===== src/execPkg.sv =====
package execPkg;

	// ============================================================
	// Datapath words
	// ============================================================

	// Register and result word of both lanes
	typedef logic [63:0] Value;

	// Register number, wide enough for 64 entries
	typedef logic [5:0] RegAddr;

	// Instruction address that comes with each issued instruction
	typedef logic [63:0] CodeAddress;

	// Eight integer operations of an execute lane
	typedef enum logic [2:0] {
		aluAdd = 3'd0,
		aluSub = 3'd1,
		aluAnd = 3'd2,
		aluOr  = 3'd3,
		aluXor = 3'd4,
		aluSll = 3'd5,
		aluSrl = 3'd6,
		aluSlt = 3'd7
	} AluOp;

	// Source A of this register returns the lane's instruction address
	localparam RegAddr ipRegNum = 6'd31;

	// ============================================================
	// Control block register map (byte offsets)
	// ============================================================

	// Bit 0 is halt
	localparam logic [3:0] CTRL_OFFSET    = 4'h0;
	// Count of accepted instructions, read only
	localparam logic [3:0] RETIRED_OFFSET = 4'h4;
	// Register number shown in the debug window
	localparam logic [3:0] DBGADDR_OFFSET = 4'h8;
	// Low 32 bits of the selected register, read only
	localparam logic [3:0] DBGDATA_OFFSET = 4'hC;

endpackage


===== src/execCtrlRegs.sv =====
`timescale 1ns/10ps

// AXI4-Lite slave with halt, retired counter and a debug register window
module execCtrlRegs import execPkg::*; #(
	parameter int numRegs = 64
) (
	input logic clk,
	input logic rst,
	input logic [3:0] awaddr,
	input logic awvalid,
	output logic awready,
	input logic [31:0] wdata,
	input logic [3:0] wstrb,
	input logic wvalid,
	output logic wready,
	output logic [1:0] bresp,
	output logic bvalid,
	input logic bready,
	input logic [3:0] araddr,
	input logic arvalid,
	output logic arready,
	output logic [31:0] rdata,
	output logic [1:0] rresp,
	output logic rvalid,
	input logic rready,
	input logic accept0,
	input logic accept1,
	output logic issueReady,
	output RegAddr dbgRa,
	input Value dbgVal
);

	logic awFire, wFire, arFire, wrGo;
	logic awHeld, wHeld;
	logic awHeldNext, wHeldNext, bvalidNext, rvalidNext;
	logic [3:0] awAddrReg, wStrbReg, wrAddr, wrStrb;
	logic [31:0] wDataReg, wrData, readData, retired;
	logic halt;

	// Responses are always OKAY
	assign bresp = 2'b00;
	assign rresp = 2'b00;

	// Both lanes stop issuing while halted
	assign issueReady = !halt;

	// ============================================================
	// Write channels
	// ============================================================

	assign awFire = awvalid && awready;
	assign wFire = wvalid && wready;
	// Address and data may come in either order, the write goes once both are in
	assign wrGo = (awFire || awHeld) && (wFire || wHeld);
	assign wrAddr = awFire ? awaddr : awAddrReg;
	assign wrData = wFire ? wdata : wDataReg;
	assign wrStrb = wFire ? wstrb : wStrbReg;

	always_comb begin
		awHeldNext = (awHeld || awFire) && !wrGo;
		wHeldNext = (wHeld || wFire) && !wrGo;
		bvalidNext = wrGo || (bvalid && !bready);
		// A read response still waiting holds off the next read address
		rvalidNext = arFire || (rvalid && !rready);
	end

	always_ff @(posedge clk) begin
		if (rst) begin
			awHeld <= 1'b0;
			wHeld <= 1'b0;
			bvalid <= 1'b0;
			awready <= 1'b0;
			wready <= 1'b0;
			halt <= 1'b0;
			dbgRa <= '0;
		end else begin
			awHeld <= awHeldNext;
			wHeld <= wHeldNext;
			bvalid <= bvalidNext;
			// No new address or data while one is held or the response is pending
			awready <= !awHeldNext && !bvalidNext;
			wready <= !wHeldNext && !bvalidNext;
			// The writable fields all sit in byte lane 0
			if (wrGo && wrStrb[0]) begin
				if (wrAddr == CTRL_OFFSET)
					halt <= wrData[0];
				if (wrAddr == DBGADDR_OFFSET)
					dbgRa <= RegAddr'(int'(wrData[5:0]) % numRegs);
			end
		end
	end

	// Captured address and data for the side that arrives first
	always_ff @(posedge clk) begin
		if (awFire)
			awAddrReg <= awaddr;
		if (wFire) begin
			wDataReg <= wdata;
			wStrbReg <= wstrb;
		end
	end

	// ============================================================
	// Read channel and counter
	// ============================================================

	assign arFire = arvalid && arready;

	always_comb begin
		case (araddr)
			CTRL_OFFSET: readData = {31'b0, halt};
			RETIRED_OFFSET: readData = retired;
			DBGADDR_OFFSET: readData = 32'(dbgRa);
			DBGDATA_OFFSET: readData = dbgVal[31:0];
			default: readData = '0;
		endcase
	end

	always_ff @(posedge clk) begin
		if (rst) begin
			rvalid <= 1'b0;
			arready <= 1'b0;
			retired <= '0;
		end else begin
			rvalid <= rvalidNext;
			arready <= !rvalidNext;
			// Two lanes accepting together count as two
			retired <= retired + 32'(accept0) + 32'(accept1);
		end
	end

	// Read data is held until rready
	always_ff @(posedge clk) begin
		if (arFire)
			rdata <= readData;
	end

endmodule


===== config.mk =====
export PLATFORM = sky130hd
export DESIGN_NAME = execCtrlRegs
export DESIGN_NICKNAME = d
export VERILOG_FILES = /design/src/execPkg.sv /design/src/execCtrlRegs.sv
export SDC_FILE = /design/constraint.sdc
export NUM_CORES = 1
export LEC_CHECK = 0
export BUFFER_PORTS_ARGS = -buffer_cell sky130_fd_sc_hd__buf_4
export CAP_MARGIN = 10
export CORE_MARGIN = 8
export CORE_UTILIZATION = 30
export CTS_CLUSTER_SIZE = 14
export DETAILED_ROUTE_END_ITERATION = 10
export HOLD_SLACK_MARGIN = 0.03
export SYNTH_ARGS = -nofsm -noshare
export SYNTH_HDL_FRONTEND = slang
export SYNTH_SLANG_ARGS = --single-unit

===== constraint.sdc =====
create_clock -name clk -period 2.06 [get_ports clk]
set_input_delay 0.103 -clock clk [delete_from_list [all_inputs] [get_ports clk]]
set_output_delay 0.103 -clock clk [all_outputs]
set_load 0.05 [all_outputs]

==> impl.org <==
** Synth
- Each instance of the synthesized netlist takes up on average 11.2 sq um.
- The number of different library cells used by synthesis comes to 45.
- Synthesized-area fraction occupied by ao, oa, aoi and oai cells :: under 10%
- Post-Syn Instances :: roughly 340
- Top cell type's share of synthesized area :: 30.2%
- Most used standard cells in the synthesized netlist :: dfxtp_1, nor2_1, edfxtp_1
- Flip-flop and latch count after synthesis :: 89
- Asr flop ratio synth :: 0%
- After synthesis, the largest family of logic cells by area is simple AND/OR/NAND/NOR gates.
- The synthesized netlist devotes between 10% and 20% of its cell area to simple gates.
- Measured against the total synthesized area, the mux share comes to under 10%.
- Among all flip-flop cells after synthesis, the most frequent one is dfxtp_1.
- Register area share after synthesis :: 55.6%
- Number of warnings printed during yosys synthesis :: 0
- Summing the areas of all xor and xnor instances in the mapped netlist gives 6.26% of the synthesized area.
- Synth top area cells :: dfxtp_1, edfxtp_1, a22o_1
- The mapped netlist covers between 3000 and 4000 sq um.
- Number of flops mapped to enable cells by yosys :: 32
- Most instantiated library cell after synthesis :: dfxtp_1
- Share of synthesized cell area in full adder, half adder and majority cells :: less than 1%
- The biggest area contributor in the post-synthesis netlist is dfxtp_1.

** STA
- RSZ-0062 raised after global routing :: true
- Setup violations remaining at the end of the flow were counted as 0.
- Period Utilization, post-route :: 96.0%
- Headroom to the max-slew limit came out at about three fifths.
- Summed over all failing endpoints, the final setup total negative slack is 0 ns.
- Max Fclk :: around 0.5 GHz
- At the pin with the least slew margin, the transition time is 0.618 ns.
- Fin. Hold Viols :: 0
- Worst hold slack after final layout :: ~0.045 ns
- Worst Clk Skew :: between 0.007 and 0.008 ns
- Pins over their slew limit :: 0
- Final critical-path required period :: slightly below 2 ns

** Global routing
- Busiest metal layer after global routing :: met2
- Number of antenna violations at the first check in global routing :: 0
- For met1 alone, demand over resource in global routing was approximately 14%.
- For this run, global-route usage on met2 was measured as a little under a fifth.
- Global-route wire length before repair :: between 10 and 15 mm
- Entering global routing, the biggest net connects 48 pins.
- Via count of the first global-routing pass :: a little over 3000
- Fraction of met3 tracks used by global routing :: under 10%
- After global routing the overflow that remains totals 0.
- Global-route usage over all layers :: a little under an eighth

** Layout
- Share of cells above drive strength 1 :: between 30% and 40%
- Signed area change from the synthesized netlist to the final layout :: 40.0%
- After routing the design area is roughly 5300 sq um.
- Number of nets in the layout :: 573
- The repair_antennas step left the layout with diodes totalling 0.
- Fillers :: between 1000 and 1500
- Multi-input gate area :: between 1500 and 2000 sq um
- Total area of sequential cells :: 2100 sq um

** Power
- Net load switching power :: about 990 uW
- Sequential share of power :: between 40% and 50%
- Net Sw Frac :: approximately a quarter
- The analysis attributes to cell leakage a power of ~2.1 nW.
- Clock network fraction of total power :: between 40% and 50%
- The internal power of the cells totals around 3.2 mW.
- In this run the power density over the cells is around 790 nW/um^2.
- Power, Total :: ~4.2 mW
- Across the VDD grid, the largest voltage drop is 450 uV.
- Combinational logic burns between 10% and 20% of the power.

** Route
- The final layout contains routed wiring with a total length of 9.40 mm.
- For this run, the detailed router's first-pass iteration total came to 5.
- Number of nets still failing antenna checks after routing :: 0
- Average via count per standard cell :: 4.52
- For this block, the via count after detailed routing is roughly 2900.
- For this run, design rule violations remaining after detail routing come to 0.
- The first routing iteration left 101 violations.
- In the final routed layout, each cell accounts on average for 14.9 microns.

** Floorplanning
- Overall die height :: around 130 microns
- Boundary pin count :: about 170
- Total core area :: 12500 sq um
- The die is roughly 130 microns wide.
- The initial utilization of the core area, before any placement, comes to between 30% and 40%.
- Die area :: 16400 sq um
- After floorplanning, the core was divided into 41 placement rows.

** Clocking
- The clock reaches the later pin of the worst-skew pair after 0.34 ns.
- TritonCTS built the clock tree.
- CTS sink count :: 89
- # H-tree levels :: 3
- Counting the buffers created by CTS gives 9.
- Largest buffer count on any clock path :: 2
- CTS clock-pin slew for the worst setup and hold paths :: roughly 0.070 ns
- Cell at the root of the clock tree :: clkbuf_16

** Placed design
- Once placement finished, the instance area stood at between 4000 and 5000 sq um.
- Detailed Place HPWL :: slightly below 7 mm
- Number of I/O port buffers :: just under 100
- Routability-driven placement finished with a final weighted congestion of 0.740.

** Worst setup path
- Data required, critical path :: ~2.3 ns
- The critical path is of the flip-flop to flip-flop type.
- CP startpoint kind :: flip-flop
- Crit. End Element :: flip-flop
- In this run the register-to-register setup slack is roughly 0.083 ns.
- Crit path max fanout :: 8
- Data on the critical path arrives at its endpoint at 2.20 ns.

** Hold path
- The tightest min-delay check is of the input port to flip-flop type.

** Run status
- Status :: finished, final reports clean

** Run
- Max cap viols :: 0
==> sequential cells by signal, summed over array words and instances, names as in the netlist <==
register	flops
wHeld	1
rdata	32
retired	32
arready	1
bvalid	1
wready	1
dbgRa	6
wDataReg	6
rvalid	1
awready	1
wStrbReg	1
halt	1
awHeld	1
awAddrReg	4
==> path summary, 6_finish.rpt <==
check | startpoint | endpoint | cells past startpoint
setup / recovery | retired[19] | retired[31] | 4
setup reg to reg | retired[19] | retired[31] | 4
hold reg to reg | wDataReg[1] | wDataReg[1] | 1
hold / removal | dbgVal[23] | rdata[23] | 2
==> kinds of logic after synthesis <==
kind of cell,Yosys count
AND/OR/NAND/NOR,118
flip-flops,89
AO/OA/AOI/OAI,41
buffers and inverters,35
XOR/XNOR,27
multiplexers,25
adder cells (fa/ha/maj),2
other,1
==> metrics by stage <==
| stage | cells | worst slack [ns] | util (%) |
|---|---|---|---|
| 3_5_place_dp | 606 | -0.185 | 38.2 |
| 3_3_place_gp | 606 | -0.135 | 38.2 |
| 4_1_cts | 631 | 0.0464 | 41.8 |
| 2_1_floorplan | 341 | 0.0633 | - |
| 5_1_grt | 631 | -0.0451 | 42.4 |
| 6_report | 631 | 0.0831 | 42.4 |
==> critical path, stage by stage, from the launching register on <==
cell     delay, ns
dfxtp_1       0.41
nand3_1       0.16
or3_1         0.60
nor4b_4       0.34
mux2_1        0.34
==> final cells by class <==
cell class	instances	area share, %
repair buffers	122	17.8
inverters	15	1.06
flip-flops and latches	89	39.8
multi-input cells	217	31.3
well taps	172	4.07
clock inverters	7	1.77
clock buffers	9	4.26
==> repair_timing <==
item | CTS | global route
endpoints found under the setup margin | 9 | 12
pin swaps | 1 | 3
endpoints found under the hold margin | 8 | 0
resized for setup | 7 | 17
hold buffers | 8 | 0
setup buffers | 1 | 0
==> cells in the final DEF, fill, tap and decap left out, drive strengths merged, types with 8 or more instances in the layout <==
master       count
a22o            26
buf            114
clkbuf           9
dfxtp           57
dlygate4sd3      8
edfxtp          32
inv             16
mux2            15
mux2i            9
nand2           13
nand3            9
nor2            48
nor4            10
xnor2           18
xor2             9
==> metal layers <==
metal | vias to the layer above | share of wire, %
li1 | 1432 | -
met5 | - | 0
met3 | 13 | 4.7
met1 | 1344 | 43
met2 | 62 | 51
met4 | 0 | 1.9
==> power by group through the flow <==
stage | registers, mW | clock network, mW | logic, mW
after floorplan | 2.07 | 0 | 0.205
after global placement | 1.98 | 0 | 0.456
after detailed placement | 1.99 | 0 | 0.470
after CTS | 1.95 | 1.79 | 0.489
after global routing | 1.96 | 1.88 | 0.524
final | 1.95 | 1.75 | 0.482
Power figures use the tool's default switching activity.
