## config.mk

```make
export PLATFORM = sky130hd
export DESIGN_NAME = aluLane_flat
export DESIGN_NICKNAME = d
export VERILOG_FILES = /design/src/execPkg.sv /design/src/issueIf.sv /design/src/aluLane.sv /design/src/flat_wrapper.sv
export SDC_FILE = /design/constraint.sdc
export NUM_CORES = 1
export LEC_CHECK = 0
export BUFFER_PORTS_ARGS = -buffer_cell sky130_fd_sc_hd__buf_2
export CAP_MARGIN = 10
export CORE_MARGIN = 1.5
export CORE_UTILIZATION = 30
export DETAILED_ROUTE_END_ITERATION = 16
export PLACE_DENSITY = 0.56
export SLEW_MARGIN = 20
export SYNTH_ARGS = -nofsm -noshare
export SYNTH_HDL_FRONTEND = slang
export SYNTH_SLANG_ARGS = --single-unit
export TNS_END_PERCENT = 50
```

## constraint.sdc

```tcl
create_clock -name clk -period 8 [get_ports clk]
set_input_delay 1.6 -clock clk [delete_from_list [all_inputs] [get_ports clk]]
set_output_delay 1.6 -clock clk [all_outputs]
set_load 0.03 [all_outputs]
```

## src/execPkg.sv

```systemverilog
package execPkg;

	// ============================================================
	// Datapath words
	// ============================================================

	// Register and result word of both lanes
	typedef logic [63:0] Value;

	// Register number, wide enough for 64 entries
	typedef logic [5:0] RegAddr;

	// Instruction address that comes with each issued instruction
	typedef logic [63:0] CodeAddress;

	// Eight integer operations of an execute lane
	typedef enum logic [2:0] {
		aluAdd = 3'd0,
		aluSub = 3'd1,
		aluAnd = 3'd2,
		aluOr  = 3'd3,
		aluXor = 3'd4,
		aluSll = 3'd5,
		aluSrl = 3'd6,
		aluSlt = 3'd7
	} AluOp;

	// Source A of this register returns the lane's instruction address
	localparam RegAddr ipRegNum = 6'd31;

	// ============================================================
	// Control block register map (byte offsets)
	// ============================================================

	// Bit 0 is halt
	localparam logic [3:0] CTRL_OFFSET    = 4'h0;
	// Count of accepted instructions, read only
	localparam logic [3:0] RETIRED_OFFSET = 4'h4;
	// Register number shown in the debug window
	localparam logic [3:0] DBGADDR_OFFSET = 4'h8;
	// Low 32 bits of the selected register, read only
	localparam logic [3:0] DBGDATA_OFFSET = 4'hC;

endpackage

```

## src/issueIf.sv

```systemverilog
`timescale 1ns/10ps

// One issue slot of a lane
// The instruction is taken in a cycle where valid and ready are both high
interface issueIf import execPkg::*; ();

	logic valid;
	logic ready;
	AluOp op;
	RegAddr ra;
	RegAddr rb;
	RegAddr rd;
	logic useImm;
	Value imm;
	CodeAddress ip;

	// The top level fills the slot from its ports and the control block's ready
	modport top (output valid, ready, op, ra, rb, rd, useImm, imm, ip);

	// The lane only consumes the slot
	modport lane (input valid, ready, op, ra, rb, rd, useImm, imm, ip);

endinterface

```

## src/aluLane.sv

```systemverilog
`timescale 1ns/10ps

// One integer execute lane: operands come from the register file in the
// issue cycle and the result is written back in the next one
module aluLane import execPkg::*; (
	input logic clk,
	input logic rst,
	issueIf.lane iss,
	output RegAddr raA,
	output RegAddr raB,
	input Value valA,
	input Value valB,
	output logic wbValid,
	output RegAddr wbRd,
	output Value wbData
);

	logic accept;
	Value opB;
	Value result;

	assign accept = iss.valid && iss.ready;

	// Source registers go straight to the read ports
	assign raA = iss.ra;
	assign raB = iss.rb;

	// The immediate replaces source B
	assign opB = iss.useImm ? iss.imm : valB;

	// ============================================================
	// ALU
	// ============================================================

	always_comb begin
		result = '0;
		case (iss.op)
			aluAdd: result = valA + opB;
			aluSub: result = valA - opB;
			aluAnd: result = valA & opB;
			aluOr: result = valA | opB;
			aluXor: result = valA ^ opB;
			// Shifts use the low six bits of operand B
			aluSll: result = valA << opB[5:0];
			aluSrl: result = valA >> opB[5:0];
			aluSlt: result = Value'($signed(valA) < $signed(opB));
			default: result = '0;
		endcase
	end

	// ============================================================
	// Writeback stage
	// ============================================================

	// The lane never stalls here, each accepted instruction writes back next cycle
	always_ff @(posedge clk) begin
		if (rst)
			wbValid <= 1'b0;
		else
			wbValid <= accept;
	end

	// Destination and result only load on acceptance
	always_ff @(posedge clk) begin
		if (accept) begin
			wbRd <= iss.rd;
			wbData <= result;
		end
	end

endmodule

```

## src/flat_wrapper.sv

```systemverilog
// flat-port wrapper written by rule: the top's interface ports become plain ports
module aluLane_flat import execPkg::*;
  (clk, rst, raA, raB, valA, valB, wbValid, wbRd, wbData, iss_valid, iss_ready, iss_op, iss_ra, iss_rb, iss_rd, iss_useImm, iss_imm, iss_ip);
  issueIf iss_i ();
  input logic clk;
  input logic rst;
  output RegAddr raA;
  output RegAddr raB;
  input Value valA;
  input Value valB;
  output logic wbValid;
  output RegAddr wbRd;
  output Value wbData;
  input wire logic [$bits(iss_i.valid)-1:0] iss_valid;
  input wire logic [$bits(iss_i.ready)-1:0] iss_ready;
  input wire logic [$bits(iss_i.op)-1:0] iss_op;
  input wire logic [$bits(iss_i.ra)-1:0] iss_ra;
  input wire logic [$bits(iss_i.rb)-1:0] iss_rb;
  input wire logic [$bits(iss_i.rd)-1:0] iss_rd;
  input wire logic [$bits(iss_i.useImm)-1:0] iss_useImm;
  input wire logic [$bits(iss_i.imm)-1:0] iss_imm;
  input wire logic [$bits(iss_i.ip)-1:0] iss_ip;
  assign iss_i.valid = iss_valid;
  assign iss_i.ready = iss_ready;
  assign iss_i.op = iss_op;
  assign iss_i.ra = iss_ra;
  assign iss_i.rb = iss_rb;
  assign iss_i.rd = iss_rd;
  assign iss_i.useImm = iss_useImm;
  assign iss_i.imm = iss_imm;
  assign iss_i.ip = iss_ip;
  aluLane u_core (.clk(clk), .rst(rst), .iss(iss_i), .raA(raA), .raB(raB), .valA(valA), .valB(valB), .wbValid(wbValid), .wbRd(wbRd), .wbData(wbData));
endmodule
```

==> results of run 1 <==
[kinds of logic after synthesis]
kind of cell | count (synthesis) | share of synthesized area
compound gates | 1000 | 0.301
xor+xnor | 51 | 0.0209
fa+ha+maj | 203 | 0.119
buf+inv | 434 | 0.0844
flops | 71 | 0.0992
mux | 400 | 0.205
simple gates | 794 | 0.170
[stage by stage]
stage | std cells | total power, mW | worst slack [ns] | instance area [um^2] | utilization
2_1_floorplan | 2953 | 1.89 | 1.90 | 21400 | -
3_3_place_gp | 4021 | 2.71 | 1.12 | 23600 | 0.336
3_5_place_dp | 4021 | 2.69 | 1.03 | 23600 | 0.336
4_1_cts | 4037 | 3.26 | 1.44 | 24000 | 0.341
5_1_grt | 4037 | 3.46 | 1.15 | 24000 | 0.341
6_report | 4038 | 3.33 | 1.35 | 24000 | 0.342
[Yosys cell counts, drive strengths merged, types with 70 or more instances]
cell    number
o21ai      167
nor2       225
clkbuf     127
mux2i      351
buf        107
edfxtp      70
o22ai       79
inv        196
a21oi      303
ha         201
nand2      269
a211oi      78
[state kept, by name (all words and copies together) (netlist names)]
register	cells
u_core.wbData	64
u_core.wbRd	6
u_core.wbValid	1
[worst min path at each step]
stage / start / endpoint / cells after the start
after floorplan: rst / u_core.wbValid / 1
after global placement: rst / u_core.wbValid / 2
after detailed placement: rst / u_core.wbValid / 2
after global routing: rst / u_core.wbValid / 2
after CTS: rst / u_core.wbValid / 2
final: rst / u_core.wbValid / 2
[where the power goes]
group	switching, mW	total (mW)	internal (mW)
sequential	0.00870	0.470	0.461
combinational	1.58	2.31	0.725
clock	0.239	0.549	0.310
total	1.83	3.33	1.50
[layer usage]
| metal | share of wire | vias to the layer above | GRT usage |
|---|---|---|---|
| li1 | - | 11285 | - |
| met1 | 0.42 | 12325 | 0.426 |
| met2 | 0.43 | 1574 | 0.494 |
| met3 | 0.089 | 309 | 0.0581 |
| met4 | 0.058 | 6 | 0.167 |
| met5 | 0.00035 | - | 0 |
[cell usage in the layout, fill, tap and decap left out, types with 12 or more instances in the layout]
cell	instances
a211oi_1	76
a21o_1	25
a21oi_1	303
a221oi_1	20
a22oi_1	67
a31oi_1	31
and2_1	12
and3_1	20
buf_2	274
buf_4	87
edfxtp_1	70
ha_1	201
inv_1	191
mux2_2	22
mux2i_1	346
mux4_2	27
nand2_1	269
nand2b_1	13
nand3_1	48
nand4_1	28
nor2_1	224
nor2b_1	28
nor3_1	63
nor4_1	29
o211ai_1	37
o21a_1	12
o21ai_0	157
o21bai_1	30
o221ai_1	30
o22ai_1	79
o31ai_1	20
or3_1	20
xnor2_1	42
[layout make-up]
class                      instances  area share
tap                              940      0.0490
inverter                         200      0.0315
clock buffer                       9     0.00938
timing repair buffer             362      0.0852
antenna                            1    0.000104
multi-input combinational       2448       0.731
clock inverter                     7     0.00532
sequential                        71      0.0884
==> results.txt, run 1 <==
CP most frequent cell -> a21oi_1
Final Max Slew Viols -> 0
worst hold slack -> 1.34 ns
peak supply drop -> 0.0000842 V
vias in the first global route -> 23722
Fin Setup TNS -> 0 ns
worst-path cell chain -> buf_4 -> buf_4 -> mux2i_4 -> ha_1 -> nor2_1 -> a211oi_1 -> a21oi_1 -> o31ai_1 -> a21oi_1 -> nor4b_1 -> o21ai_2 -> a21oi_1 -> mux2i_1 -> nand3_1
# clock sinks -> 71
Max-Cap Viols -> 0
crit path capture -> u_core.wbData[61]
number of synthesized register bits -> 71
gr ovfl total -> 0
Synth cell types -> 87
worst slew pin tran -> 1.01 ns
achievable frequency -> 150 MHz
share of cells above drive strength 1 -> 0.150
Async SR Flop Fraction -> 0
Synth Cell Area -> 21400 um^2
final setup fails -> 0
status -> finished clean
top cell type's share of synthesized area -> 0.163
Routed Antenna Nets -> 0
NumNets Final -> 3577
Placer Congestion -> 1.05
synth top area cells -> mux2i_1, ha_1, edfxtp_1, a21oi_1, nand2_1
DIE WIDTH -> 270 um
PortBufs -> 276
crit end category -> flop
CTS tree -> done
Post-DP HPWL -> 95900 um
hold crit path type -> input pin to flop
leakage -> 10.5 nW
# IOs -> 365
Buf/Inv on CP -> 2
syn nets -> 3438
Initial Util -> 0.304
minimum clock period -> 6.65 ns
pin count of the biggest net entering global routing -> 105
clk slew on worst S/H paths -> 0.08 ns
Post-synth EDFFs -> 70
slowest stage delay, CP -> 0.92 ns
Pre-antenna DRT Iters -> 7
total number of vias -> 25499
crit path DAT -> 6.78 ns
slowest CP cell -> nor4b_1
Post-route DRC -> 0
syn avg cell area -> 7.25 um^2
register area share after synthesis -> 0.0992
dominant cell type by area after synthesis -> mux2i_1
Yosys warnings -> 0
Avg WL per Cell -> 30.2 um
Setup Buffers After CTS -> 0
Crit Path Max Fanout -> 25
crit path kind -> input pin to flop
initial antenna violation count -> 3
Max Root-Sink Buffers -> 2
initial DRC count -> 3660
area occupied by multi-input gates -> 17500 um^2
Routed WL -> 122000 um
cell row count -> 97
family with the most delay on the worst path -> compound AO/OA/AOI/OAI gates
register area -> 2120 um^2
Final Hold Vio Count -> 0
area of the core -> 70300 um^2
Root Driver -> clkbuf_16
H-tree depth -> 3
die area -> 72900 um^2
CTS buffer count -> 9
Die Span Y -> 270 um
All-Layer GR Usage -> 0.321
relative slew slack -> 0.315
part of the cycle the worst path needs -> 0.831
first-pass GRT wire length -> 173000 um
Resized Gates After CTS -> 0
fill cell count -> 7704
Top FF cell, synth -> edfxtp_1
hold buffer count at cts -> 0
startpoint type of the worst setup path -> input pin
cells after synthesis -> 2953
unrepaired setup endpoints after global routing -> no
area growth from synthesis to layout -> 12.2%
Levels on crit path -> 14
P per Cell Area -> 139 nW/um^2
Via density -> 6.31
Setup crit start -> iss_useImm
Critical Path RT -> 8.14 ns
(Power assumes the default switching activity.)
==> run 2, diff against run 1 <==
--- a/config.mk
+++ b/config.mk
@@ -5,12 +5,13 @@
 export SDC_FILE = /design/constraint.sdc
 export NUM_CORES = 1
 export LEC_CHECK = 0
+export ABC_AREA = 1
 export BUFFER_PORTS_ARGS = -buffer_cell sky130_fd_sc_hd__buf_2
 export CAP_MARGIN = 10
 export CORE_MARGIN = 1.5
 export CORE_UTILIZATION = 30
 export DETAILED_ROUTE_END_ITERATION = 16
-export PLACE_DENSITY = 0.56
+export PLACE_DENSITY = 0.57
 export SLEW_MARGIN = 20
 export SYNTH_ARGS = -nofsm -noshare
 export SYNTH_HDL_FRONTEND = slang
==> constraint.sdc (replaced) <==
create_clock -name clk -period 5.98 [get_ports clk]
set_input_delay 1.196 -clock clk [delete_from_list [all_inputs] [get_ports clk]]
set_output_delay 1.196 -clock clk [all_outputs]
set_load 0.03 [all_outputs]
==> run 2 against run 1 <==
Against the previous run: worst hold slack lost 0.40 ns; area after synthesis increased by 18%; largest power group unchanged; global-route usage up 8.6 points; routed wire length up 48%.
==> results.txt, run 2 <==
status -> finished clean (unchanged)
fill cell count -> 9905 (was 7704)
sw frac -> 0.603 (was 0.550)
dominant cell type by area after synthesis -> nand3_1 (was mux2i_1)
Critical Path RT -> 6.20 ns (was 8.14 ns)
Synth cell types -> 48 (was 87)
hold crit path type -> input pin to flop (unchanged)
commonest non-fill, non-tap cell in the layout -> nand2_1 (was mux2i_1)
GR met3 Demand/Resource -> 0.0543 (was 0.0581)
Fin Setup TNS -> 0 ns (unchanged)
Die Span Y -> 293 um (was 270 um)
pin count of the biggest net entering global routing -> 134 (was 105)
Max-Cap Viols -> 0 (unchanged)
syn nets -> 5265 (was 3438)
total number of vias -> 34976 (was 25499)
worst-path cell chain -> buf_2 -> inv_2 -> buf_4 -> or2_2 -> o21ai_0 -> ha_1 -> o21ai_0 -> a21oi_1 -> nand2_1 -> nand2_1 -> nand2_1 -> a21oi_1 -> nand2_1 -> nand2_1 -> nand3_1 -> a21oi_1 (was buf_4 -> buf_4 -> mux2i_4 -> ha_1 -> nor2_1 -> a211oi_1 -> a21oi_1 -> o31ai_1 -> a21oi_1 -> nor4b_1 -> o21ai_2 -> a21oi_1 -> mux2i_1 -> nand3_1)
Max Root-Sink Buffers -> 2 (unchanged)
hold buffer count at cts -> 0 (unchanged)
Place WS -> 0.636 ns (was 1.03 ns)
Pre-antenna DRT Iters -> 8 (was 7)
worst hold slack -> 0.941 ns (was 1.34 ns)
top cell type's share of synthesized area -> 0.231 (was 0.163)
crit end category -> flop (unchanged)
Finished Layout Cells -> 6021 (was 4038)
Placer Congestion -> 1.08 (was 1.05)
PortBufs -> 276 (unchanged)
met2 GRT Util -> 0.637 (was 0.494)
Post-route DRC -> 0 (unchanged)
leakage -> 14.5 nW (was 10.5 nW)
Root Driver -> clkbuf_16 (unchanged)
slowest stage delay, CP -> 0.66 ns (was 0.92 ns)
synth top area cells -> nand3_1, nand2_1, ha_1, inv_1, edfxtp_1 (was mux2i_1, ha_1, edfxtp_1, a21oi_1, nand2_1)
NumNets Final -> 5419 (was 3577)
Yosys warnings -> 0 (unchanged)
dpl cell area -> 27600 um^2 (was 23600 um^2)
Avg WL per Cell -> 29.9 um (was 30.2 um)
Top FF cell, synth -> edfxtp_1 (unchanged)
crit path kind -> input pin to flop (unchanged)
Top reg by flops -> u_core.wbData (unchanged)
DIE WIDTH -> 293 um (was 270 um)
area of the core -> 83300 um^2 (was 70300 um^2)
most frequent cells in the layout -> nand2_1, nand3_1, inv_1 (was mux2i_1, a21oi_1, buf_2)
CTS buffer count -> 9 (unchanged)
Final Cell Area -> 28000 um^2 (was 24000 um^2)
first-pass GRT wire length -> 244000 um (was 173000 um)
Cells after DPL -> 6003 (was 4021)
unrepaired setup endpoints after global routing -> no (unchanged)
All-Layer GR Usage -> 0.407 (was 0.321)
post-route total power -> 5.00 mW (was 3.33 mW)
register area share after synthesis -> 0.0843 (was 0.0992)
syn avg cell area -> 5.26 um^2 (was 7.25 um^2)
CP most frequent cell -> nand2_1 (was a21oi_1)
achievable frequency -> 196 MHz
peak supply drop -> 0.000174 V (was 0.0000842 V)
initial DRC count -> 4796 (was 3660)
cells after synthesis -> 4780 (was 2953)
cell row count -> 106 (was 97)
Synth Cell Area -> 25200 um^2 (was 21400 um^2)
P_int -> 1.99 mW (was 1.50 mW)
Clk pwr share -> 0.156 (was 0.165)
Post-DP HPWL -> 152000 um (was 95900 um)
clk slew on worst S/H paths -> 0.07 ns (was 0.08 ns)
startpoint type of the worst setup path -> input pin (unchanged)
die area -> 85600 um^2 (was 72900 um^2)
Setup Buffers After CTS -> 0 (unchanged)
NetSw -> 3.01 mW (was 1.83 mW)
# clock sinks -> 71 (unchanged)
Resized Gates After CTS -> 0 (unchanged)
minimum clock period -> 5.10 ns
Routed Antenna Nets -> 0 (unchanged)
Layout Utilization -> 0.336 (was 0.342)
worst setup margin -> 0.879 ns (was 1.35 ns)
Routed WL -> 180000 um (was 122000 um)
top post-synthesis cells by count -> nand2_1, nand3_1, inv_1 (was mux2i_1, a21oi_1, nand2_1)
M1 GR Usage -> 0.548 (was 0.426)
Most Crowded Layer GR -> met2 (unchanged)
# IOs -> 365 (unchanged)
Initial Util -> 0.302 (was 0.304)
initial antenna violation count -> 6 (was 3)
Via density -> 5.81 (was 6.31)
P per Cell Area -> 179 nW/um^2 (was 139 nW/um^2)
number of synthesized register bits -> 71 (unchanged)
share of cells above drive strength 1 -> 0.101 (was 0.150)
max reg flops -> 64 (unchanged)
gr ovfl total -> 0 (unchanged)
crit path DAT -> 5.32 ns (was 6.78 ns)
top-count cell post-synth -> nand2_1 (was mux2i_1)
slowest CP cell -> ha_1 (was nor4b_1)
Crit Path Max Fanout -> 17 (was 25)
Final Hold Vio Count -> 0 (unchanged)
relative slew slack -> 0.269 (was 0.315)
H-tree depth -> 3 (unchanged)
Reg power frac -> 0.125 (was 0.141)
Async SR Flop Fraction -> 0 (unchanged)
worst slew pin tran -> 1.08 ns (was 1.01 ns)
vias in the first global route -> 32176 (was 23722)
CTS tree -> done (unchanged)
area growth from synthesis to layout -> 11.3% (was 12.2%)
Final Max Slew Viols -> 0 (unchanged)
Gate power share -> 0.719 (was 0.694)
Post-synth EDFFs -> 70 (unchanged)
final setup fails -> 0 (unchanged)
part of the cycle the worst path needs -> 0.853
biggest regs -> u_core.wbData (64), u_core.wbRd (6), u_core.wbValid (1) (unchanged)
-- run 2: cell types whose count changed after synthesis, sizes merged, moves of 64 or more --
cell / change
a211oi: -74
a21oi: -90
a22oi: -67
inv: +465
mux2i: -351
nand2: +949
nand3: +1112
nand4: +64
nor2: +195
o21ai: +74
-- run 2: layer usage --
metal / routed length, um / share of wire
met4: 9940 / 0.055
met5: 34 / 0.00019
met1: 76700 / 0.43
met2: 78500 / 0.44
met3: 15000 / 0.083
-- run 2: path summary, 6_finish.rpt --
kind | cells past startpoint | end | startpoint
max | 16 | u_core.wbData[0] | iss_useImm
min | 2 | u_core.wbValid | rst
-- run 2: power groups by stage --
stage          Combinational (mW)  Sequential (mW)  Clock, mW
2_1_floorplan                1.95            0.735          0
3_3_place_gp                 3.46            0.637          0
3_5_place_dp                 3.46            0.638          0
4_1_cts                      3.47            0.627      0.791
5_1_grt                      3.79            0.631      0.797
6_report                     3.59            0.627      0.780
-- run 2: layout make-up --
| cell class | instances | area [um^2] | share of cell area |
|---|---|---|---|
| Sequential cell | 71 | 2120 | 0.0758 |
| Timing Repair Buffer | 384 | 2350 | 0.0841 |
| Multi-Input combinational cell | 3805 | 19300 | 0.689 |
| Inverter | 663 | 2500 | 0.0893 |
| Clock inverter | 7 | 145 | 0.00518 |
| Tap cell | 1080 | 1350 | 0.0483 |
| Antenna cell | 2 | 5.00 | 0.000179 |
| Clock buffer | 9 | 225 | 0.00804 |
-- run 2: critical path, delay by kind of cell --
family                     cells  cell delay [ns]
and+or+nand+nor                7             0.86
adders and majority gates      1             0.66
buffers and inverters          3             0.82
AOI/OAI and AO/OA              5             1.73
-- run 2: kinds of logic (layout without fill, tap and decap cells) --
logic type	count (synthesis)	count (layout)	share of synthesized area
buf+inv	904	1063	0.150
simple gates	3009	3009	0.529
fa+ha+maj	203	203	0.102
xor+xnor	20	20	0.00696
other cells	0	2	0
compound gates	573	573	0.128
flops	71	71	0.0843
